File: config.mk
export PLATFORM = sky130hd
export DESIGN_NAME = load_read_port
export DESIGN_NICKNAME = d
export VERILOG_FILES = /design/src/icache_pkg.sv /design/src/load_read_port.sv
export SDC_FILE = /design/constraint.sdc
export NUM_CORES = 1
export LEC_CHECK = 0
export ABC_CLOCK_PERIOD_IN_PS = 6300
export BUFFER_PORTS_ARGS = -buffer_cell sky130_fd_sc_hd__buf_2
export CORE_AREA = 2 2 70 72
export CTS_BUF_LIST = sky130_fd_sc_hd__clkbuf_4 sky130_fd_sc_hd__clkbuf_8
export CTS_CLUSTER_DIAMETER = 60
export CTS_CLUSTER_SIZE = 10
export DETAILED_ROUTE_END_ITERATION = 8
export DIE_AREA = 0 0 72 74
export GPL_TIMING_DRIVEN = 1
export PLACE_DENSITY = 0.95
export SLEW_MARGIN = 20
export SYNTH_ARGS = -nofsm -noshare
export SYNTH_HDL_FRONTEND = slang
export SYNTH_SLANG_ARGS = --single-unit
File: constraint.sdc
create_clock -name clk -period 6.3 [get_ports clk]
set_input_delay 0.315 -clock clk [delete_from_list [all_inputs] [get_ports clk]]
set_output_delay 0.315 -clock clk [all_outputs]
set_load 0.02 [all_outputs]
File: src/icache_pkg.sv
package icache_pkg;

  localparam int ADDR_W     = 32;
  localparam int BUS_DATA_W = 64;
  localparam int WORD_W     = 32;

  localparam logic [3:0] CACHE_BASE = 4'h3; // first cacheable nibble

  typedef enum logic [1:0] {
    BURST_FIXED = 2'b00,
    BURST_WRAP  = 2'b10
  } burst_e;

  typedef enum logic [2:0] {
    IC_IDLE,
    IC_HIT_RESP,
    IC_REFILL,
    IC_BYPASS,
    IC_MISS_RESP
  } ic_state_e;

  typedef enum logic [1:0] {
    ARB_IDLE,
    ARB_ICACHE,
    ARB_LOAD
  } arb_state_e;

endpackage
File: src/load_read_port.sv
`timescale 1ns/100ps
module load_read_port (
  input  logic                              clk,
  input  logic                              rstn,
  input  logic                              load_arvalid,
  output logic                              load_arready,
  input  logic [icache_pkg::ADDR_W-1:0]     load_araddr,
  output logic                              load_rvalid,
  input  logic                              load_rready,
  output logic [icache_pkg::WORD_W-1:0]     load_rdata,
  output logic                              ld_bus_arvalid,
  input  logic                              ld_bus_arready,
  output logic [icache_pkg::ADDR_W-1:0]     ld_bus_araddr,
  output logic [7:0]                        ld_bus_arlen,
  output icache_pkg::burst_e                ld_bus_arburst,
  input  logic                              ld_bus_rvalid,
  output logic                              ld_bus_rready,
  input  logic [icache_pkg::BUS_DATA_W-1:0] ld_bus_rdata,
  input  logic                              ld_bus_rlast
);
  import icache_pkg::*;

  logic              busy; // one load in flight
  logic [ADDR_W-1:0] addr_q;

  assign load_arready   = !busy;
  assign ld_bus_araddr  = addr_q;
  assign ld_bus_arlen   = 8'd0;
  assign ld_bus_arburst = BURST_FIXED;
  assign ld_bus_rready  = load_rready;
  assign load_rvalid    = ld_bus_rvalid;
  assign load_rdata     = addr_q[2] ? ld_bus_rdata[BUS_DATA_W-1 -: WORD_W] :
                                      ld_bus_rdata[WORD_W-1:0];

  always_ff @(posedge clk) begin
    if (!rstn) begin
      busy           <= 1'b0;
      ld_bus_arvalid <= 1'b0;
    end else begin
      if (load_arvalid && load_arready) begin
        busy           <= 1'b1;
        ld_bus_arvalid <= 1'b1;
      end
      if (ld_bus_arvalid && ld_bus_arready) begin
        ld_bus_arvalid <= 1'b0;
      end
      if (ld_bus_rvalid && ld_bus_rready && ld_bus_rlast) begin
        busy <= 1'b0;
      end
    end
  end

  always_ff @(posedge clk) begin
    if (load_arvalid && load_arready) begin
      addr_q <= load_araddr;
    end
  end

endmodule

==> impl_results.md <==
* Status: completed
* Io pins at 181
* Worst R2R End: ld_bus_araddr[0]
* Post-Syn Instances at 90
* Peak VDD IR at 184 uV
* Seq cells post-synth at 34
* CTS Hold Bufs at 0
* Worst hold path class: in2reg
* Final Slew Violations at 0
* Antenna diode count at 0
* Pwr dens at 217 nW/um^2
* FP Rows at 25
* Vias after detailed routing at 1387
* Clock-pin slew on the worst setup and hold paths at 0.06 ns
* WL per Instance at 14.5 um
* R2R Setup Slk at 4.84 ns
* Top cells by area, synth: edfxtp_1 57%, mux2_4 27%, buf_4 5.4%
* Syn Area/Cell at 18.7 sq um
* Data arrival time of the worst path at 1.61 ns
* Final setup violation count at 0
* CP Class: reg2out
* ANT nets after route at 0
* Mux contribution to synthesized area at 28.2%
* Syn. warnings at 0
* Largest fanout on the critical path at 33
* Final WL at 4600 um
* CP endpoint kind: output pin
* GPL Wtd Cong at 0.714
* P&R area growth vs syn at 52.9%
* Main combinational cell family by area after synthesis: multiplexers
* Setup TNS at 0 ns
* Relative slew slack at 63.3%
* XOR/XNOR Fraction of Synth Area at 0%
* Die width at 72 um
* Sequential-to-total area share from yosys stat at 59.6%
* Port Buf Inserts at 170
* Synth Area in Compound Gates at 1.19%
* Fmax achieved at 0.518 GHz
* Crit start category: flip-flop
* Crit. Startpoint: ld_bus_araddr[2]
* Longest Clk Path Bufs at 2
* Final core occ at 55.8%
* Highest metal used: met4
* Initial antenna violation count at 0
* Vias per cell at 4.38
* CTS tree: built
* Grt total ovfl at 0
* DP HPWL at 3910 um
* Largest net degree at the start of global routing at 34
* Final WS setup at 4.37 ns
* Met3 wire length at 622 um
* Clock Skew at 0.00247 ns
* First-pass GRT wire length at 6110 um
* Ratio of cells with drive above 1 in the final layout at 79.8%
* Reg2Reg Depth at 2
* Adder-Cell Fraction of Synth Area at 0%
* Clock Sinks at 34
* Simple-gate share of the synthesized area at 0.969%
* Pre-CTS setup slack at 4.66 ns
* Met2 WL post-DR at 2630 um
* CTS H-tree lvls at 2
* Num CTS Buffers at 5
* Max-cap violation count at 0
* Clk Latency, worst-skew pair at 0.27 ns
* Met1 wire length at 1310 um
* Gr usage total at 15.3%
* End of the critical path: load_rdata[29]
* Final Hold Fails at 0
* Final nets at 365
* Die footprint at 5330 sq um
* Worst Max-Slew Pin Slew at 0.551 ns
* Fin crit share at 30.6%
* Unrepaired setup endpoints after global routing: no
* Drt drc at 0
* Vias in the first global route at 1381
* Final min period at 1.93 ns
* Pre-antenna DRT Iters at 3
* Die Height at 74 um
* CTS root buffer: clkbuf_8
* Resize count post-CTS at 0
* Core ar. at 4600 sq um
* CP required at 5.98 ns
* Post-synth top area cell: edfxtp_1
* Yosys top cell area share at 57.2%
* # Post-CTS Setup Buffers at 0
* Leak at 1.34 nW
* Reg2reg start: busy
* Post-synth cell types at 14
* Initial Util at 36.5%
* Number of DRC markers in iteration 0 at 27
* Total power at 0.000558 W
* Mapped Area at 1680 sq um
==> stage by stage <==
| step | area [sq um] | std cells | hold slack [ns] |
|---|---|---|---|
| after global routing | 2570 | 317 | 0.197 |
| after floorplan | 1710 | 99 | 0.403 |
| final | 2570 | 317 | 0.203 |
| after CTS | 2570 | 317 | 0.196 |
| after global placement | 2490 | 309 | 0.459 |
| after detailed placement | 2490 | 309 | 0.488 |
==> layer usage <==
layer	global-route usage [%]	vias up
li1	-	655
met1	12.0	627
met2	31.8	101
met3	7.18	4
met4	5.66	0
met5	0	-
==> cell usage after synthesis (all sizes together) <==
library cell	count
edfxtp	32
mux2	32
buf	16
dfxtp	2
nor2b	2
a31oi	1
conb	1
inv	1
nand2	1
o21ai	1
o2bb2ai	1
==> cells in the final DEF (no fill, tap or decap) <==
master and count:
o2bb2ai_1 1, inv_1 1, dfxtp_1 2, nor2b_2 1, buf_4 2, clkbuf_8 5
edfxtp_1 32, nor2b_1 1, nand2_1 1, o21ai_0 1, mux2_4 30, mux2_2 2
a31oi_1 1, buf_2 170, clkinv_1 3, conb_1 10
==> cells by family after synthesis <==
logic type             after synthesis
DFF                                 34
muxes                               32
buffers and inverters               17
AOI/OAI and AO/OA                    3
and+or+nand+nor                      3
other                                1
==> sequential cells by signal, indices dropped and copies added, names as in the netlist <==
register	cells
ld_bus_arvalid	1
busy	1
ld_bus_araddr	32
==> worst min-delay path by stage <==
stage | from | end | slack, ns | cells past startpoint
2_1_floorplan | ld_bus_arready | ld_bus_arvalid | 0.40 | 1
3_3_place_gp | ld_bus_arvalid | ld_bus_arvalid | 0.46 | 2
3_5_place_dp | ld_bus_arvalid | ld_bus_arvalid | 0.49 | 2
4_1_cts | ld_bus_arready | ld_bus_arvalid | 0.20 | 2
5_1_grt | load_araddr[4] | ld_bus_araddr[4] | 0.20 | 1
6_report | ld_bus_arready | ld_bus_arvalid | 0.20 | 2
==> area by class of cell <==
| type | count | area (sq um) |
|---|---|---|
| tap | 54 | 67.6 |
| inverter | 1 | 3.75 |
| fill | 383 | 2030 |
| clock buffer | 5 | 68.8 |
| timing repair buffer | 172 | 866 |
| clock inverter | 3 | 11.3 |
| multi-input combinational | 48 | 549 |
| sequential | 34 | 1000 |
==> report_power, final <==
group	internal [W]	switching (W)	total [W]	leakage, nW
Clock	0.0000735	0.0000692	0.000143	0.0407
Combinational	0.0000677	0.0000811	0.000149	0.980
Sequential	0.000263	0.00000350	0.000267	0.323
==> critical path: stages, from the launching register on <==
cell and delay, ns:
edfxtp_1 0.32, buf_4 0.46, mux2_2 0.39, buf_2 0.16
Note: power is estimated with default switching activity, not from simulation.
