$ cat config.mk
export PLATFORM = sky130hd
export DESIGN_NAME = icache
export DESIGN_NICKNAME = d
export VERILOG_FILES = /design/src/icache_pkg.sv /design/src/icache.sv
export SDC_FILE = /design/constraint.sdc
export NUM_CORES = 1
export LEC_CHECK = 0
export ABC_AREA = 1
export BUFFER_PORTS_ARGS = -buffer_cell sky130_fd_sc_hd__buf_2
export CAP_MARGIN = 20
export CORE_MARGIN = 2
export CORE_UTILIZATION = 62
export DETAILED_ROUTE_END_ITERATION = 10
export MAX_ROUTING_LAYER = met4
export PLACE_DENSITY = 0.82
export SYNTH_ARGS = -nofsm -noshare
export SYNTH_HDL_FRONTEND = slang
export SYNTH_SLANG_ARGS = --single-unit
$ cat constraint.sdc
create_clock -name clk -period 6.1 [get_ports clk]
set_clock_uncertainty 0.2 [all_clocks]
set_input_delay 1.22 -clock clk [delete_from_list [all_inputs] [get_ports clk]]
set_output_delay 1.22 -clock clk [all_outputs]
set_load 0.05 [all_outputs]
$ cat src/icache_pkg.sv
package icache_pkg;

  localparam int ADDR_W     = 32;
  localparam int BUS_DATA_W = 64;
  localparam int WORD_W     = 32;

  localparam logic [3:0] CACHE_BASE = 4'h3; // first cacheable nibble

  typedef enum logic [1:0] {
    BURST_FIXED = 2'b00,
    BURST_WRAP  = 2'b10
  } burst_e;

  typedef enum logic [2:0] {
    IC_IDLE,
    IC_HIT_RESP,
    IC_REFILL,
    IC_BYPASS,
    IC_MISS_RESP
  } ic_state_e;

  typedef enum logic [1:0] {
    ARB_IDLE,
    ARB_ICACHE,
    ARB_LOAD
  } arb_state_e;

endpackage
$ cat src/icache.sv
`timescale 1ns/100ps
module icache #(
  parameter int OFFSET_W = 4,
  parameter int INDEX_W  = 2
) (
  input  logic                              clk,
  input  logic                              rstn,
  input  logic                              fetch_arvalid,
  output logic                              fetch_arready,
  input  logic [icache_pkg::ADDR_W-1:0]     fetch_araddr,
  output logic                              fetch_rvalid,
  input  logic                              fetch_rready,
  output logic [icache_pkg::WORD_W-1:0]     fetch_rdata,
  output logic                              ic_bus_arvalid,
  input  logic                              ic_bus_arready,
  output logic [icache_pkg::ADDR_W-1:0]     ic_bus_araddr,
  output logic [7:0]                        ic_bus_arlen,
  output icache_pkg::burst_e                ic_bus_arburst,
  input  logic                              ic_bus_rvalid,
  output logic                              ic_bus_rready,
  input  logic [icache_pkg::BUS_DATA_W-1:0] ic_bus_rdata,
  input  logic                              ic_bus_rlast,
  output logic [15:0]                       hit_count,
  output logic [15:0]                       miss_count
);
  import icache_pkg::*;

  localparam int TAG_W  = ADDR_W - OFFSET_W - INDEX_W;
  localparam int SET_N  = 1 << INDEX_W;
  localparam int WOFF_W = OFFSET_W - 2; // word offset inside a line
  localparam int WPL    = 1 << WOFF_W; // words per line

  logic              line_valid [SET_N];
  logic [TAG_W-1:0]  line_tag   [SET_N];
  logic [WORD_W-1:0] line_data  [SET_N][WPL];

  ic_state_e         state;
  logic [ADDR_W-1:0] addr_q;
  logic [WOFF_W-1:0] fill_off; // word being filled
  logic [WORD_W-1:0] resp_data;

  logic [TAG_W-1:0]   req_tag;
  logic [INDEX_W-1:0] req_index;
  logic [WOFF_W-1:0]  req_off;
  logic [WOFF_W-1:0]  req_next_off;
  logic               req_cacheable;
  logic               req_hit;
  logic               fetch_ar_hs;
  logic               fetch_r_hs;
  logic               bus_r_hs;
  logic [TAG_W-1:0]   q_tag;
  logic [INDEX_W-1:0] q_index;
  logic               beat_lane;
  logic [WORD_W-1:0]  beat_word;

  assign req_tag       = fetch_araddr[ADDR_W-1 -: TAG_W];
  assign req_index     = fetch_araddr[OFFSET_W +: INDEX_W];
  assign req_off       = fetch_araddr[2 +: WOFF_W];
  assign req_next_off  = req_off + 1'b1; // wraps inside the line
  assign req_cacheable = fetch_araddr[ADDR_W-1 -: 4] >= CACHE_BASE;
  assign req_hit       = req_cacheable && line_valid[req_index] &&
                         (line_tag[req_index] == req_tag);

  assign q_tag   = addr_q[ADDR_W-1 -: TAG_W];
  assign q_index = addr_q[OFFSET_W +: INDEX_W];

  assign fetch_ar_hs = fetch_arvalid && fetch_arready;
  assign fetch_r_hs  = fetch_rvalid && fetch_rready;
  assign bus_r_hs    = ic_bus_rvalid && ic_bus_rready;

  // fill_off bit 0 is address bit 2 of the current beat
  assign beat_lane = (state == IC_REFILL) ? fill_off[0] : addr_q[2];
  assign beat_word = beat_lane ? ic_bus_rdata[BUS_DATA_W-1 -: WORD_W] :
                                 ic_bus_rdata[WORD_W-1:0];

  assign fetch_arready  = (state == IC_IDLE);
  assign fetch_rvalid   = (state == IC_HIT_RESP) || (state == IC_MISS_RESP);
  assign fetch_rdata    = resp_data;
  assign ic_bus_rready  = (state == IC_REFILL) || (state == IC_BYPASS); // never stalls the bus
  assign ic_bus_arlen   = (state == IC_REFILL) ? 8'(WPL - 1) : 8'd0;
  assign ic_bus_arburst = (state == IC_REFILL) ? BURST_WRAP : BURST_FIXED;

  always_ff @(posedge clk) begin
    if (!rstn) begin
      state          <= IC_IDLE;
      ic_bus_arvalid <= 1'b0;
      hit_count      <= 16'd0;
      miss_count     <= 16'd0;
      for (int i = 0; i < SET_N; i++) begin
        line_valid[i] <= 1'b0;
      end
    end else begin
      if (ic_bus_arvalid && ic_bus_arready) begin
        ic_bus_arvalid <= 1'b0;
      end
      case (state)
        IC_IDLE: begin
          if (fetch_ar_hs) begin
            if (req_hit) begin
              state <= IC_HIT_RESP;
            end else begin
              ic_bus_arvalid <= 1'b1;
              state          <= req_cacheable ? IC_REFILL : IC_BYPASS;
            end
          end
        end
        IC_REFILL: begin
          if (bus_r_hs && ic_bus_rlast) begin
            line_valid[q_index] <= 1'b1;
            state               <= IC_MISS_RESP;
          end
        end
        IC_BYPASS: begin
          if (bus_r_hs && ic_bus_rlast) begin
            state <= IC_MISS_RESP;
          end
        end
        IC_HIT_RESP: begin
          if (fetch_r_hs) begin
            hit_count <= hit_count + 16'd1;
            state     <= IC_IDLE;
          end
        end
        IC_MISS_RESP: begin
          if (fetch_r_hs) begin
            miss_count <= miss_count + 16'd1; // refill and bypass alike
            state      <= IC_IDLE;
          end
        end
        default: state <= IC_IDLE;
      endcase
    end
  end

  always_ff @(posedge clk) begin
    if (fetch_ar_hs) begin
      addr_q   <= fetch_araddr;
      fill_off <= req_next_off;
      if (req_cacheable) begin
        ic_bus_araddr <= {req_tag, req_index, req_next_off, 2'b00}; // requested word comes last
      end else begin
        ic_bus_araddr <= {fetch_araddr[ADDR_W-1:2], 2'b00};
      end
      if (req_hit) begin
        resp_data <= line_data[req_index][req_off];
      end
    end
    if (bus_r_hs) begin
      if (state == IC_REFILL) begin
        line_data[q_index][fill_off] <= beat_word;
        fill_off                     <= fill_off + 1'b1;
        if (ic_bus_rlast) begin
          line_tag[q_index] <= q_tag;
        end
      end
      if (ic_bus_rlast) begin
        resp_data <= beat_word;
      end
    end
  end

endmodule

==> results.json <==
{
  "status": "completed",
  "grt_usage_pct": 31.2,
  "synth-main-ff-cell": "edfxtp_1",
  "netlist-cell-type-count": 43,
  "cp.required_ps": 6370,
  "min_path_type": "reg2reg",
  "crit_path_end_kind": "register",
  "numCtsBuffers": 72,
  "antenna_found_initial": 1,
  "max_slew_margin_pct": 24.0,
  "avgRoutedWirePerCell_um": 22.5,
  "stdcell_count": 3348,
  "die_h_um": 222,
  "min_from": "hit_count[4]",
  "yosys_warnings": 0,
  "clkTransAtPathRegs_ps": 60,
  "ir_drop_mv": 0.552,
  "final_common_cell": "edfxtp_1",
  "netlist_instances": 2537,
  "hold_viol": 0,
  "r2r_end": "fetch_rdata[11]",
  "slew_violations": 0,
  "firstDrtPassIters": 6,
  "dp_hpwl_mm": 41.0,
  "num_vias": 20859,
  "post-place-ws_ps": 1410,
  "drc": 0,
  "reg2reg_from": "state[0]",
  "io_pins": 213,
  "hold_end": "hit_count[4]",
  "async_reset_ff_share_pct": 0,
  "reg2reg_slack_ps": 2440,
  "layout-drive-gt1-share_pct": 15.3,
  "synth-edff-count": 648,
  "p_per_area_mw_per_mm2": 411,
  "route.met3.wl_mm": 8.27,
  "viasPerCell": 6.23,
  "timing.final.crit_period_ps": 4210,
  "start_util_pct": 63.2,
  "die_area_mm2": 0.0494,
  "yosysSeqAreaShare_pct": 70.9,
  "top_layer": "met4",
  "cts.htree.levels": 3,
  "netlist_area_mm2": 0.0295,
  "reg2reg_depth": 12,
  "setup_viol": 0,
  "tritoncts": "yes",
  "synth_area_leader_cell": "edfxtp_1",
  "wirelength_mm": 75.4,
  "clock-sinks": 721,
  "cp_data_arrival_time_ps": 4480,
  "max_cap_violations": 0,
  "synth_area_leaders": "edfxtp_1, nand2_1, dfxtp_1",
  "hold_path_depth": 2,
  "worstSetupPathType": "in2reg",
  "grt_pass1_vias": 20280,
  "portBuffers": 201,
  "wl_met2_mm": 36.8,
  "fin_ws_ps": 1890,
  "gp_congestion": 0.898,
  "ctsHoldBuffers": 0,
  "clock.fmax_ghz": 0.237,
  "grt_max_degree": 257,
  "placed_cells": 3213,
  "die_w_um": 222,
  "m1WireLength_mm": 27.3,
  "cp_max_fo": 114,
  "layout_common_cells": "edfxtp_1, nand2_1, nor2_1, o21ai_0, buf_2",
  "post_cts_buffers": 0,
  "overflow": 0,
  "drt_iter0_drc": 2958,
  "yosys_register_bits": 721,
  "num_rows": 79,
  "cts.path.max_buffers": 3,
  "core-area_mm2": 0.0468,
  "yosysTopAreaCellShare_pct": 65.9,
  "area_growth_pct": 12.9,
  "fin_nets": 2790,
  "finalCritPeriodShare_pct": 69.1,
  "leakage_nw": 12.2,
  "cp-start-kind": "input port",
  "cts_resized": 0,
  "clk_latency_ps": 610,
  "cts-root-buf": "clkbuf_16",
  "worst_pin_slew_ps": 1140,
  "synth.avg_cell_area_um2": 11.6,
  "drtAntennaViolNets": 0,
  "fin_setup_tns_ps": 0,
  "grt_first_pass_wirelength_mm": 113,
  "rsz0062_at_grt": "false"
}
## critical path, stage by stage
cell and delay, ps:
clkbuf_8 530, inv_8 280, nand2_1 170, nand3_1 90, a21boi_1 320, nand3_1 120, nor2_1 90, nand3_1 120
nor2_4 430, buf_4 490, nand3_1 170, nand3_1 140, nand2_1 110
## cells in the mapped netlist, types with 2 or more instances
cell type    n
a21oi_1     50
a22o_1      14
buf_1       10
buf_2       21
buf_4       50
buf_6        8
clkbuf_1    87
dfxtp_1     73
edfxtp_1   648
ha_1         6
inv_1      108
inv_2        2
mux2_2      32
nand2_1    442
nand3_1    177
nand3b_1    10
nand4_1      7
nor2_1     345
nor3_1      13
nor3b_1      2
o21a_1       2
o21ai_0    278
o21ba_2      2
o22ai_1    128
xor2_1       4
## metal layers
metal	up-vias	track usage, %
met3	242	5.50
li1	9250	-
met2	1377	50.5
met4	0	13.7
met5	-	-
met1	9990	39.0
## cell families after synthesis
| kind of cell | after synthesis | share of synthesized area [%] |
|---|---|---|
| compound gates | 480 | 8.97 |
| xor+xnor | 5 | 0.148 |
| fa+ha+maj | 6 | 0.254 |
| buf+inv | 287 | 4.58 |
| flops | 721 | 70.9 |
| mux | 32 | 1.22 |
| other cells | 1 | 0.0127 |
| simple gates | 1005 | 14.0 |
## report_power, final
group / internal (mW) / switching [mW] / leakage [nW]
combinational: 0.551 / 2.13 / 4.49
sequential: 6.22 / 0.237 / 6.45
clock: 2.74 / 1.82 / 1.21
## state kept, by name, indices dropped and copies added, names as in the netlist
| name | flops |
|---|---|
| line_data | 512 |
| line_tag | 104 |
| fetch_rdata | 32 |
| addr_q | 28 |
| hit_count | 16 |
| miss_count | 16 |
| line_valid | 4 |
| ic_bus_araddr | 3 |
| state | 3 |
| fill_off | 2 |
| ic_bus_arvalid | 1 |
## worst max-delay path by stage
stage | from | to | slack, ps | depth (start not counted)
floorplan | ic_bus_rvalid | line_data[0][0] | 2580 | 4
global placement | fetch_araddr[5] | fetch_rdata[10] | 1440 | 14
detailed placement | fetch_araddr[5] | fetch_rdata[7] | 1410 | 14
CTS | fetch_araddr[5] | fetch_rdata[11] | 1930 | 14
global route | fetch_araddr[5] | fetch_rdata[11] | 1700 | 14
finish | fetch_araddr[4] | fetch_rdata[11] | 1890 | 13
## layout make-up
type | count | area [µm²]
Sequential cell | 721 | 20900
Fill cell | 3063 | 13400
Multi-Input combinational cell | 1537 | 7450
Clock buffer | 95 | 2000
Timing Repair Buffer | 238 | 1330
Tap cell | 607 | 759
Clock inverter | 38 | 447
Inverter | 111 | 427
Antenna cell | 1 | 2.50
## through the flow
step | area [µm²] | power [mW] | hold WS [ps] | util (%)
finish | 33300 | 13.7 | 272 | 71.3
global route | 33300 | 14.1 | 309 | 71.3
CTS | 33300 | 13.7 | 271 | 71.2
detailed placement | 30900 | 9.20 | 261 | 66.0
global placement | 30900 | 9.08 | 246 | 66.0
floorplan | 29600 | 8.42 | 240 | -
Note: power is estimated with default switching activity, not from simulation.
