==> src/icache_pkg.sv <==
package icache_pkg;

  localparam int ADDR_W     = 32;
  localparam int BUS_DATA_W = 64;
  localparam int WORD_W     = 32;

  localparam logic [3:0] CACHE_BASE = 4'h3; // first cacheable nibble

  typedef enum logic [1:0] {
    BURST_FIXED = 2'b00,
    BURST_WRAP  = 2'b10
  } burst_e;

  typedef enum logic [2:0] {
    IC_IDLE,
    IC_HIT_RESP,
    IC_REFILL,
    IC_BYPASS,
    IC_MISS_RESP
  } ic_state_e;

  typedef enum logic [1:0] {
    ARB_IDLE,
    ARB_ICACHE,
    ARB_LOAD
  } arb_state_e;

endpackage
==> src/bus_arbiter.sv <==
`timescale 1ns/100ps
module bus_arbiter (
  input  logic                              clk,
  input  logic                              rstn,
  input  logic                              ic_bus_arvalid,
  output logic                              ic_bus_arready,
  input  logic [icache_pkg::ADDR_W-1:0]     ic_bus_araddr,
  input  logic [7:0]                        ic_bus_arlen,
  input  icache_pkg::burst_e                ic_bus_arburst,
  output logic                              ic_bus_rvalid,
  input  logic                              ic_bus_rready,
  output logic [icache_pkg::BUS_DATA_W-1:0] ic_bus_rdata,
  output logic                              ic_bus_rlast,
  input  logic                              ld_bus_arvalid,
  output logic                              ld_bus_arready,
  input  logic [icache_pkg::ADDR_W-1:0]     ld_bus_araddr,
  input  logic [7:0]                        ld_bus_arlen,
  input  icache_pkg::burst_e                ld_bus_arburst,
  output logic                              ld_bus_rvalid,
  input  logic                              ld_bus_rready,
  output logic [icache_pkg::BUS_DATA_W-1:0] ld_bus_rdata,
  output logic                              ld_bus_rlast,
  output logic                              mem_arvalid,
  input  logic                              mem_arready,
  output logic [icache_pkg::ADDR_W-1:0]     mem_araddr,
  output logic [7:0]                        mem_arlen,
  output icache_pkg::burst_e                mem_arburst,
  input  logic                              mem_rvalid,
  output logic                              mem_rready,
  input  logic [icache_pkg::BUS_DATA_W-1:0] mem_rdata,
  input  logic                              mem_rlast
);
  import icache_pkg::*;

  arb_state_e state;
  logic       last_ld; // load was served last
  logic       pick_ic;
  logic       pick_ld;
  logic       idle;

  assign idle    = (state == ARB_IDLE);
  assign pick_ic = ic_bus_arvalid && (!ld_bus_arvalid || last_ld);
  assign pick_ld = ld_bus_arvalid && !pick_ic;

  assign mem_arvalid = idle && (ic_bus_arvalid || ld_bus_arvalid);
  assign mem_araddr  = pick_ic ? ic_bus_araddr  : ld_bus_araddr;
  assign mem_arlen   = pick_ic ? ic_bus_arlen   : ld_bus_arlen;
  assign mem_arburst = pick_ic ? ic_bus_arburst : ld_bus_arburst;

  assign ic_bus_arready = idle && pick_ic && mem_arready;
  assign ld_bus_arready = idle && pick_ld && mem_arready;

  assign ic_bus_rvalid = (state == ARB_ICACHE) && mem_rvalid;
  assign ld_bus_rvalid = (state == ARB_LOAD) && mem_rvalid;
  assign ic_bus_rdata  = mem_rdata;
  assign ld_bus_rdata  = mem_rdata;
  assign ic_bus_rlast  = mem_rlast;
  assign ld_bus_rlast  = mem_rlast;
  assign mem_rready    = ((state == ARB_ICACHE) && ic_bus_rready) ||
                         ((state == ARB_LOAD) && ld_bus_rready);

  always_ff @(posedge clk) begin
    if (!rstn) begin
      state   <= ARB_IDLE;
      last_ld <= 1'b1; // icache first after reset
    end else begin
      case (state)
        ARB_IDLE: begin
          if (mem_arvalid && mem_arready) begin
            state   <= pick_ic ? ARB_ICACHE : ARB_LOAD;
            last_ld <= pick_ld;
          end
        end
        ARB_ICACHE, ARB_LOAD: begin
          if (mem_rvalid && mem_rready && mem_rlast) begin
            state <= ARB_IDLE; // grant ends with the last beat
          end
        end
        default: state <= ARB_IDLE;
      endcase
    end
  end

endmodule

==> config.mk <==
export PLATFORM = sky130hd
export DESIGN_NAME = bus_arbiter
export DESIGN_NICKNAME = d
export VERILOG_FILES = /design/src/icache_pkg.sv /design/src/bus_arbiter.sv
export SDC_FILE = /design/constraint.sdc
export NUM_CORES = 1
export LEC_CHECK = 0
export BUFFER_PORTS_ARGS = -buffer_cell sky130_fd_sc_hd__buf_2
export CAP_MARGIN = 20
export CORE_AREA = 2 2 130 132
export CTS_CLUSTER_DIAMETER = 150
export DETAILED_ROUTE_END_ITERATION = 8
export DIE_AREA = 0 0 132 134
export PLACE_DENSITY = 0.49
export SETUP_SLACK_MARGIN = 0.02
export SYNTH_ARGS = -nofsm -noshare
export SYNTH_HDL_FRONTEND = slang
export SYNTH_SLANG_ARGS = --single-unit
export TNS_END_PERCENT = 30
==> constraint.sdc <==
create_clock -name clk -period 1.9 [get_ports clk]
set_input_delay 0.19 -clock clk [delete_from_list [all_inputs] [get_ports clk]]
set_output_delay 0.19 -clock clk [all_outputs]
set_load 0.1 [all_outputs]
==> results by group, run 1 <==
Yosys
  – Post-synthesis area per instance: 8.444 um^2
  – Syn Inst Count: 207
  – Synthesis Warnings: 0
  – Post-Syn Area: 1748 um^2
  – Sequential element share of the synthesized area: around 3.4%
  – Register bit total from synthesis: 3
  – Post-synth cell types: 22
  – Net Count, Synth: 367

Routing
  – Routed WL: 5253 um
  – Vias per cell: 2.902
  – 1st-iter DRT viols: 10
  – DR pass1 iterations: 3
  – Vias: 1,280
  – ANT nets after route: 0
  – Routed WL per cell: 11.91 um
  – # DRC: 0

Critical path
  – WP data arrival: around 1.6 ns
  – WS Path Type: reg -> out
  – CP Capture Type: output pin
  – Crit path max fanout: 35
  – R2R depth: 6
  – Critical Path Start Type: flip-flop
  – CP required: 1.71 ns

Clock network
  – CTS Hold Buffers Added: 0
  – # Post-CTS Setup Buffers: 0
  – CTS Root Cell: clkbuf_16
  – CTS tree: yes
  – CTS Sinks: 3
  – Num CTS Buffers: 3
  – Max Root-Sink Buffers: 2
  – Clock transition at path regs: roughly 0.03 ns
  – Later-pin clock latency in the skew report: 0.23 ns
  – H-tree levels: 1
  – Post-cts sizing count: 0

GRT
  – Grt ovf: 0
  – Gr usage total: 5.437%
  – Largest net degree at the start of global routing: 36
  – Initial antenna violation count: 0
  – Vias in the first global route: between 1,000 and 1,500
  – First-pass GRT wire length: 7486 um

Final layout
  – Final-stage net count: roughly 380
  – Area grow syn2layout: 41.23%
  – Filler cells: 1,843
  – Post-route cell area: 2469 um^2
  – Diodes inserted: 0
  – Fraction of layout cells with a size suffix above 1: 85.97%
  – Most common cell after layout, fill and taps aside: buf_2
  – Most frequent cells in the layout: 99 x buf_2, 44 x buf_12, 40 x mux2_2

Die
  – Initial core utilization: 10.73%
  – Io pins: around 340
  – Die area: 17,690 um^2
  – Die X: 132 um
  – Die H: 134 um
  – CORE AREA: 16,290 um^2
  – Row Count: 47

Timing
  – Slew headroom: 67.39%
  – Endpoints failing setup: 0
  – Clock Skew: about 0.0042 ns
  – Hold slack final: ~0.19 ns
  – Fin crit share: approximately 93%
  – Fmax: 563.3 MHz
  – Minimum clock period: 1.775 ns
  – Tightest Pin Transition: 0.4925 ns
  – Final hold violations: 0
  – Slew Limit Fails: 0
  – RSZ-0062 raised after global routing: false

Power and ir drop
  – Leak: roughly 1.1 nW
  – VDD IR max: 0.0002662 V
  – Pwr per Cell Area: 712.4 nW/um^2

Place
  – PortBufs: around 140
  – DP Area: around 2400 um^2
  – HPWL Detailed: between 4000 and 5000 um
  – Gpl congestion: ~0.7

Hold path
  – Hold path depth: 2
  – Worst min path class: in -> reg

Run
  – Max-cap check violation count: 0

Outcome
  – Outcome: finished, final reports clean
## registers in the layout, summed over array words and instances (netlist names)
signal / count
state: 2
last_ld: 1
## worst max-delay path, cell delays in order, from the launching register on
cell and delay [ns]:
dfxtp_1 0.33, o21ai_4 0.19, buf_12 0.22, mux2_2 0.40, buf_12 0.17
## kinds of logic after synthesis
kind of cell,Yosys count,share of synthesized area (%)
AO/OA/AOI/OAI,11,4.868
adder cells (fa/ha/maj),3,2.148
buffers and inverters,139,59.91
flip-flops,3,3.436
multiplexers,42,27.06
AND/OR/NAND/NOR,9,2.577
## cell type report
class                   instances  area (um^2)  share of cell area, %
repair buffers                144         1384                  56.06
well taps                     220        275.3                  11.15
inverters                       5        18.77                 0.7603
clock buffers                   4        78.83                  3.193
flip-flops and latches          3        60.06                  2.433
multi-input cells              65        651.9                  26.41
## layer usage
layer  up-vias  wire length, um  GRT usage [%]
li1        572                -              -
met1       537             1731          5.125
met2       126             2448          9.404
met3        45              738          2.230
met4         0              335          4.287
met5         -                0              0
## cell usage after synthesis
library cell  count  area, um^2
nor2_1            1       3.750
buf_6             1       11.26
mux2_1            2       22.52
o22ai_1           2       12.51
dfxtp_1           3       60.06
o21ai_0           2       10.01
nor3_1            1       5.000
and2_1            3       18.77
nand2_1           3       11.26
a22o_1            1       8.760
and3_1            1       6.260
a21oi_1           1       5.000
o21ai_4           1       16.27
buf_4           130       975.9
ha_1              3       37.54
o2111ai_1         1       8.760
mux2_2           40       450.4
inv_1             5       18.77
clkbuf_8          3       41.29
o21a_1            1       7.510
a31o_2            1       8.760
a21boi_0          1       7.510
## through the flow
stage                     cells  total power, mW  TNS (ns)  setup slack (ns)  util (%)
after global routing        441            1.817         0           0.06526     15.15
after detailed placement    437            1.428         0            0.2729     14.67
after global placement      437            1.428         0            0.2725     14.67
after CTS                   441            1.775         0           0.09998     15.15
final                       441            1.759         0            0.1248     15.15
after floorplan             207            2.208   -0.3854           -0.2068         -
## worst paths after layout
| kind | from | slack, ns | endpoint |
|---|---|---|---|
| max | last_ld | 0.12 | mem_araddr[18] |
| min | rstn | 0.19 | last_ld |
| max reg2reg | state[1] | 0.46 | state[0] |
| min reg2reg | state[0] | 0.50 | state[0] |
## power by group
group / leakage [nW] / internal (mW) / switching, mW
Sequential: 0.0246 / 0.0692 / 0.00510
Combinational: 1.06 / 0.478 / 0.864
Clock: 0.0382 / 0.278 / 0.0645
Total: 1.12 / 0.825 / 0.934
Power figures use the tool's default switching activity.
==> inputs of run 2 (changes only) <==
--- a/config.mk
+++ b/config.mk
@@ -7,11 +7,11 @@
 export LEC_CHECK = 0
 export BUFFER_PORTS_ARGS = -buffer_cell sky130_fd_sc_hd__buf_2
 export CAP_MARGIN = 20
-export CORE_AREA = 2 2 130 132
+export CORE_AREA = 2 2 131 133
 export CTS_CLUSTER_DIAMETER = 150
 export DETAILED_ROUTE_END_ITERATION = 8
-export DIE_AREA = 0 0 132 134
-export PLACE_DENSITY = 0.49
+export DIE_AREA = 0 0 133 135
+export PLACE_DENSITY = 0.48
 export SETUP_SLACK_MARGIN = 0.02
 export SYNTH_ARGS = -nofsm -noshare
 export SYNTH_HDL_FRONTEND = slang
==> run 2 against run 1 <==
  * Global-route usage is 0.67 points lower
  * Combinational power hardly changed
  * Final cell count unchanged
  * Critical path type unchanged
  * Largest power group unchanged
==> results by group, run 2 (synthesis results as in run 1) <==
Critical path
  – WP data arrival: 1.59 ns (about the same)
  – WS Path Type: reg -> out
  – Critical-path cell list: o21ai_4 -> buf_12 -> mux2_2 -> buf_12
  – R2r endpoint: state[0]
  – CP Capture Type: output pin
  – Critical Path Start Type: flip-flop
  – Crit path max fanout: 36 (+2.9%)
  – Crit path top cell by count: buf_12
  – R2R Setup Slk: 0.45 ns (about the same)
  – CP max stage delay: 0.41 ns (about the same)
  – CP required: 1.71 ns (about the same)
  – Buffer and inverter count on the worst path: 2 (unchanged)
  – Worst r2r src: state[1]
  – CP max stage cell: mux2_2
  – R2R depth: 6 (unchanged)
  – Top Family by Delay on Critical Path: buffers and inverters

Routing
  – Vias per cell: 2.857 (-1.6%)
  – 1st-iter DRT viols: 8 (-2)
  – Vias: 1,260 (-1.6%)
  – DR pass1 iterations: 4 (+1)
  – Routed WL: 4838 um (-7.9%)
  – # DRC: 0 (unchanged)
  – ANT nets after route: 0 (unchanged)
  – Routed WL per cell: 10.97 um (-7.9%)

Clock network
  – Later-pin clock latency in the skew report: 0.22 ns (about the same)
  – CTS Root Cell: clkbuf_16
  – Clock transition at path regs: 0.03 ns (about the same)
  – CTS tree: yes
  – H-tree levels: 1 (unchanged)
  – Post-cts sizing count: 0 (unchanged)
  – CTS Sinks: 3 (unchanged)
  – Max Root-Sink Buffers: 2 (unchanged)
  – # Post-CTS Setup Buffers: 0 (unchanged)
  – Num CTS Buffers: 3 (unchanged)
  – CTS Hold Buffers Added: 0 (unchanged)

Die
  – Die X: 133 um (+0.76%)
  – Row Count: 47 (unchanged)
  – Io pins: 335 (unchanged)
  – CORE AREA: 16,410 um^2 (+0.72%)
  – Initial core utilization: 10.65% (-0.077 points)
  – Die H: 135 um (+0.75%)
  – Die area: 17,960 um^2 (+1.5%)

Power and ir drop
  – Sw frac: 52.59% (-0.51 points)
  – Internal: 0.8238 mW (-0.11%)
  – Part of the power in registers: 4.3% (about the same)
  – Combinational Power Share: 76.8% (+0.5 points)
  – Psw: 0.9138 mW (-2.1%)
  – Clock power share: 19.0% (-0.5 points)
  – Leak: 1.123 nW (unchanged)
  – Pwr per Cell Area: 703.9 nW/um^2 (-1.2%)
  – VDD IR max: 0.0002753 V (+3.4%)

GRT
  – Grt ovf: 0 (unchanged)
  – Vias in the first global route: 1,349 (-3.6%)
  – Initial antenna violation count: 0 (unchanged)
  – Gr usage total: 4.763% (-0.67 points)
  – Largest net degree at the start of global routing: 37 (+2.8%)
  – First-pass GRT wire length: 6900 um (-7.8%)

Place
  – Gpl congestion: 0.7147 (+2.5%)
  – Worst slack, placed: 0.2631 ns (-0.009817 ns)
  – HPWL Detailed: 4344 um (-7.8%)
  – PortBufs: 142 (unchanged)
  – DP Area: 2390 um^2 (unchanged)

Hold path
  – Hold path depth: 2 (unchanged)
  – Hold Startpoint: rstn
  – Worst min path class: in -> reg
  – WHS Endpoint: last_ld

Final layout
  – Diodes inserted: 0 (unchanged)
  – Filler cells: 1,822 (-1.1%)
  – Seq. cell area: 60.06 um^2 (unchanged)
  – Most frequent cells in the layout: 99 x buf_2, 44 x buf_12, 40 x mux2_2
  – Reg with most FFs: state
  – Number of flip-flops in the largest register: 2 (unchanged)
  – Footprint of the multi-input gates: 651.9 um^2 (unchanged)
  – Layout Utilization: 15.05% (-0.11 points)
  – Most common cell after layout, fill and taps aside: buf_2
  – Area grow syn2layout: 41.23% (unchanged)
  – Top Registers: state: 2 flops, last_ld: 1 flops
  – Final-stage net count: 382 (unchanged)
  – Fraction of layout cells with a size suffix above 1: 85.97% (unchanged)
  – Post-route cell area: 2469 um^2 (unchanged)

Timing
  – Final hold violations: 0 (unchanged)
  – Slew headroom: 67.68% (+0.29 points)
  – Hold slack final: 0.1935 ns (-0.0004220 ns)
  – Tightest Pin Transition: 0.4881 ns (-0.004375 ns)
  – Post-route setup slack: 0.1231 ns (-0.001686 ns)
  – Endpoints failing setup: 0 (unchanged)
  – Setup TNS: 0 ns (unchanged)
  – Slew Limit Fails: 0 (unchanged)
  – Fmax: 562.8 MHz (about the same)
  – RSZ-0062 raised after global routing: false
  – Fin crit share: 93.52% (about the same)
  – Clock Skew: 0.0009777 ns (-0.003231 ns)
  – Minimum clock period: 1.777 ns (+0.001686 ns)

Run
  – Max-cap check violation count: 0 (unchanged)

Outcome
  – Outcome: finished, final reports clean
-- run 2: how the worst max path moves through the flow --
stage	from	endpoint	slack, ns	cells after the start
2_1_floorplan	state[0]	ic_bus_arready	-0.21	4
3_3_place_gp	ld_bus_arvalid	mem_araddr[17]	0.28	6
3_5_place_dp	ld_bus_arvalid	mem_araddr[17]	0.26	6
4_1_cts	last_ld	mem_araddr[17]	0.10	4
5_1_grt	last_ld	mem_araddr[17]	0.05	4
6_report	last_ld	mem_araddr[20]	0.12	4
-- run 2: per-layer routing --
| layer | vias up | global-route usage, % | routed length [um] |
|---|---|---|---|
| met5 | - | 0 | 0 |
| met4 | 0 | 2.987 | 250 |
| met3 | 36 | 2.440 | 755 |
| met2 | 133 | 7.830 | 2230 |
| met1 | 518 | 4.814 | 1601 |
| li1 | 573 | - | - |
-- run 2: metrics by stage --
stage          std cells  power (mW)
6_report             441       1.738
4_1_cts              441       1.756
3_3_place_gp         437       1.416
5_1_grt              441       1.792
2_1_floorplan        207       2.208
3_5_place_dp         437       1.417
-- run 2: power groups by stage --
stage	combinational, mW	clock, mW	sequential [mW]
finish	1.33	0.329	0.0742
global route	1.38	0.341	0.0752
CTS	1.34	0.337	0.0743
detailed placement	1.34	0	0.0751
global placement	1.34	0	0.0750
floorplan	2.13	0	0.0742
-- run 2: layout make-up --
class                           instances  area share (%)
Timing Repair Buffer                  144           56.06
Sequential cell                         3           2.433
Tap cell                              220           11.15
Inverter                                5          0.7603
Multi-Input combinational cell         65           26.41
Clock buffer                            4           3.193
==> inputs of run 3 (changes only) <==
--- a/config.mk
+++ b/config.mk
@@ -5,13 +5,13 @@
 export SDC_FILE = /design/constraint.sdc
 export NUM_CORES = 1
 export LEC_CHECK = 0
-export BUFFER_PORTS_ARGS = -buffer_cell sky130_fd_sc_hd__buf_2
 export CAP_MARGIN = 20
 export CORE_AREA = 2 2 131 133
 export CTS_CLUSTER_DIAMETER = 150
 export DETAILED_ROUTE_END_ITERATION = 8
 export DIE_AREA = 0 0 133 135
-export PLACE_DENSITY = 0.48
+export DONT_BUFFER_PORTS = 1
+export PLACE_DENSITY = 0.31
 export SETUP_SLACK_MARGIN = 0.02
 export SYNTH_ARGS = -nofsm -noshare
 export SYNTH_HDL_FRONTEND = slang
==> run 3 against run 2 <==
  * Clock skew hardly changed
  * Clock power rose by 2%
  * Critical endpoint is now mem_arlen[6]
  * Sequential power about the same
  * Fmax is 0.29% higher
  * Sequential share of layout area is 0.55 points higher
  * Core utilization is 2.8 points lower
  * Largest power group unchanged
==> results by group, run 3 (synthesis results as in run 1) <==
Routing
  – Routed WL: 3840 um (-21%)
  – 1st-iter DRT viols: 19 (+11)
  – Routed wl met3: 575 um (-24%)
  – ANT nets after route: 0 (unchanged)
  – DR top layer: met4
  – Routed WL per cell: 11.07 um (+0.87%)
  – # DRC: 0 (unchanged)
  – Vias: 920 (-27%)
  – DRT met1 WL: 1249 um (-22%)
  – DR pass1 iterations: 2 (-2)
  – Routed length on met2: 1899 um (-15%)
  – Vias per cell: 2.651 (-7.2%)

GRT
  – Vias in the first global route: 1,083 (-20%)
  – Grt ovf: 0 (unchanged)
  – Initial antenna violation count: 0 (unchanged)
  – First-pass GRT wire length: 5630 um (-18%)
  – Largest net degree at the start of global routing: 31 (-16%)
  – Gr usage total: 3.827% (-0.94 points)

Run
  – Max-cap check violation count: 0 (unchanged)

Final layout
  – Top Registers: state: 2 flops, last_ld: 1 flops
  – Fraction of layout cells with a size suffix above 1: 76.38% (-9.6 points)
  – Reg with most FFs: state
  – Most frequent cells in the layout: 44 x buf_12, 40 x mux2_2, 6 x buf_4
  – Final-stage net count: 288 (-25%)
  – Layout Utilization: 12.27% (-2.8 points)
  – Filler cells: 1,842 (+1.1%)
  – Number of flip-flops in the largest register: 2 (unchanged)
  – Post-route cell area: 2013 um^2 (-18%)
  – Most common cell after layout, fill and taps aside: buf_12
  – Area grow syn2layout: 15.18%
  – Post-route insts no fill: 347 (-21%)
  – Diodes inserted: 0 (unchanged)

Timing
  – Hold slack final: 0.05059 ns (-0.1430 ns)
  – Minimum clock period: 1.772 ns (-0.005104 ns)
  – Slew headroom: 81.40% (+14 points)
  – Clock Skew: 0.001012 ns (+0.00003431 ns)
  – Slew Limit Fails: 0 (unchanged)
  – Tightest Pin Transition: 0.2814 ns (-0.2068 ns)
  – Setup TNS: 0 ns (unchanged)
  – Post-route setup slack: 0.1282 ns (+0.005104 ns)
  – Endpoints failing setup: 0 (unchanged)
  – Fmax: 564.4 MHz (+0.29%)
  – Final hold violations: 0 (unchanged)
  – Fin crit share: 93.25% (-0.27 points)
  – RSZ-0062 raised after global routing: false

Clock network
  – Post-cts sizing count: 0 (unchanged)
  – Num CTS Buffers: 3 (unchanged)
  – CTS Hold Buffers Added: 0 (unchanged)
  – CTS Sinks: 3 (unchanged)
  – # Post-CTS Setup Buffers: 0 (unchanged)
  – H-tree levels: 1 (unchanged)
  – Later-pin clock latency in the skew report: 0.22 ns (about the same)
  – Max Root-Sink Buffers: 2 (unchanged)
  – CTS tree: yes
  – CTS Root Cell: clkbuf_16
  – Clock transition at path regs: 0.03 ns (about the same)

Critical path
  – Crit path max fanout: 15 (-58%)
  – R2R Setup Slk: 0.39 ns (-0.06 ns)
  – CP required: 1.71 ns (about the same)
  – CP Capture Type: output pin
  – R2r endpoint: state[0]
  – R2R depth: 6 (unchanged)
  – WS Path Type: reg -> out
  – Critical Path Start Type: flip-flop
  – Worst r2r src: state[0]
  – WP data arrival: 1.58 ns (about the same)

Die
  – Io pins: 335 (unchanged)
  – Row Count: 47 (unchanged)
  – Die area: 17,960 um^2 (unchanged)
  – CORE AREA: 16,410 um^2 (unchanged)
  – Die H: 135 um (unchanged)
  – Initial core utilization: 10.65% (unchanged)
  – Die X: 133 um (unchanged)

Power and ir drop
  – VDD IR max: 0.0003144 V (+14%)
  – Leak: 0.7547 nW (-33%)
  – PnR Total Power: 1.635 mW (-5.9%)
  – Pwr per Cell Area: 812.1 nW/um^2 (+15%)

Place
  – HPWL Detailed: 3376 um (-22%)
  – Placed insts: 343 (-22%)
  – DP Area: 1934 um^2 (-19%)
  – Worst slack, placed: 0.3654 ns (+0.1023 ns)
  – PortBufs: 0 (-100%)
  – Gpl congestion: 0.6621 (-7.4%)

Hold path
  – Hold Startpoint: rstn
  – WHS Endpoint: last_ld
  – Worst min path class: in -> reg
  – Hold path depth: 1 (-1)

Outcome
  – Outcome: finished, final reports clean
-- run 3: per-layer routing --
layer  vias to the layer above  GRT usage, %
met5                         -             0
met4                         0         2.330
met3                        29         2.065
met2                       104         5.987
met1                       403         4.069
li1                        384             -
-- run 3: power by group --
group,internal (mW),leakage (nW),switching [mW]
clock,0.277,0.0382,0.0588
sequential,0.0692,0.0246,0.00524
combinational,0.418,0.692,0.806
total,0.764,0.755,0.870
-- run 3: worst max-delay path, cell delays in order (launching register included) --
cell     delay (ns)
dfxtp_1        0.33
o21ai_4        0.19
buf_4          0.26
mux2_2         0.39
buf_12         0.17
-- run 3: area by class of cell --
cell class | instances | area [um^2] | area share [%]
timing repair buffer | 50 | 925.9 | 45.99
multi-input combinational | 65 | 654.4 | 32.50
tap | 220 | 275.3 | 13.67
clock buffer | 4 | 78.83 | 3.915
sequential | 3 | 60.06 | 2.983
inverter | 5 | 18.77 | 0.9323
-- run 3: worst max path at each step --
stage	startpoint	end	slack, ns
floorplan	state[0]	ic_bus_arready	-0.21
global placement	last_ld	mem_arlen[4]	0.38
detailed placement	last_ld	mem_arlen[6]	0.37
CTS	last_ld	mem_arlen[6]	0.11
global route	last_ld	mem_araddr[19]	0.07
finish	last_ld	mem_arlen[6]	0.13
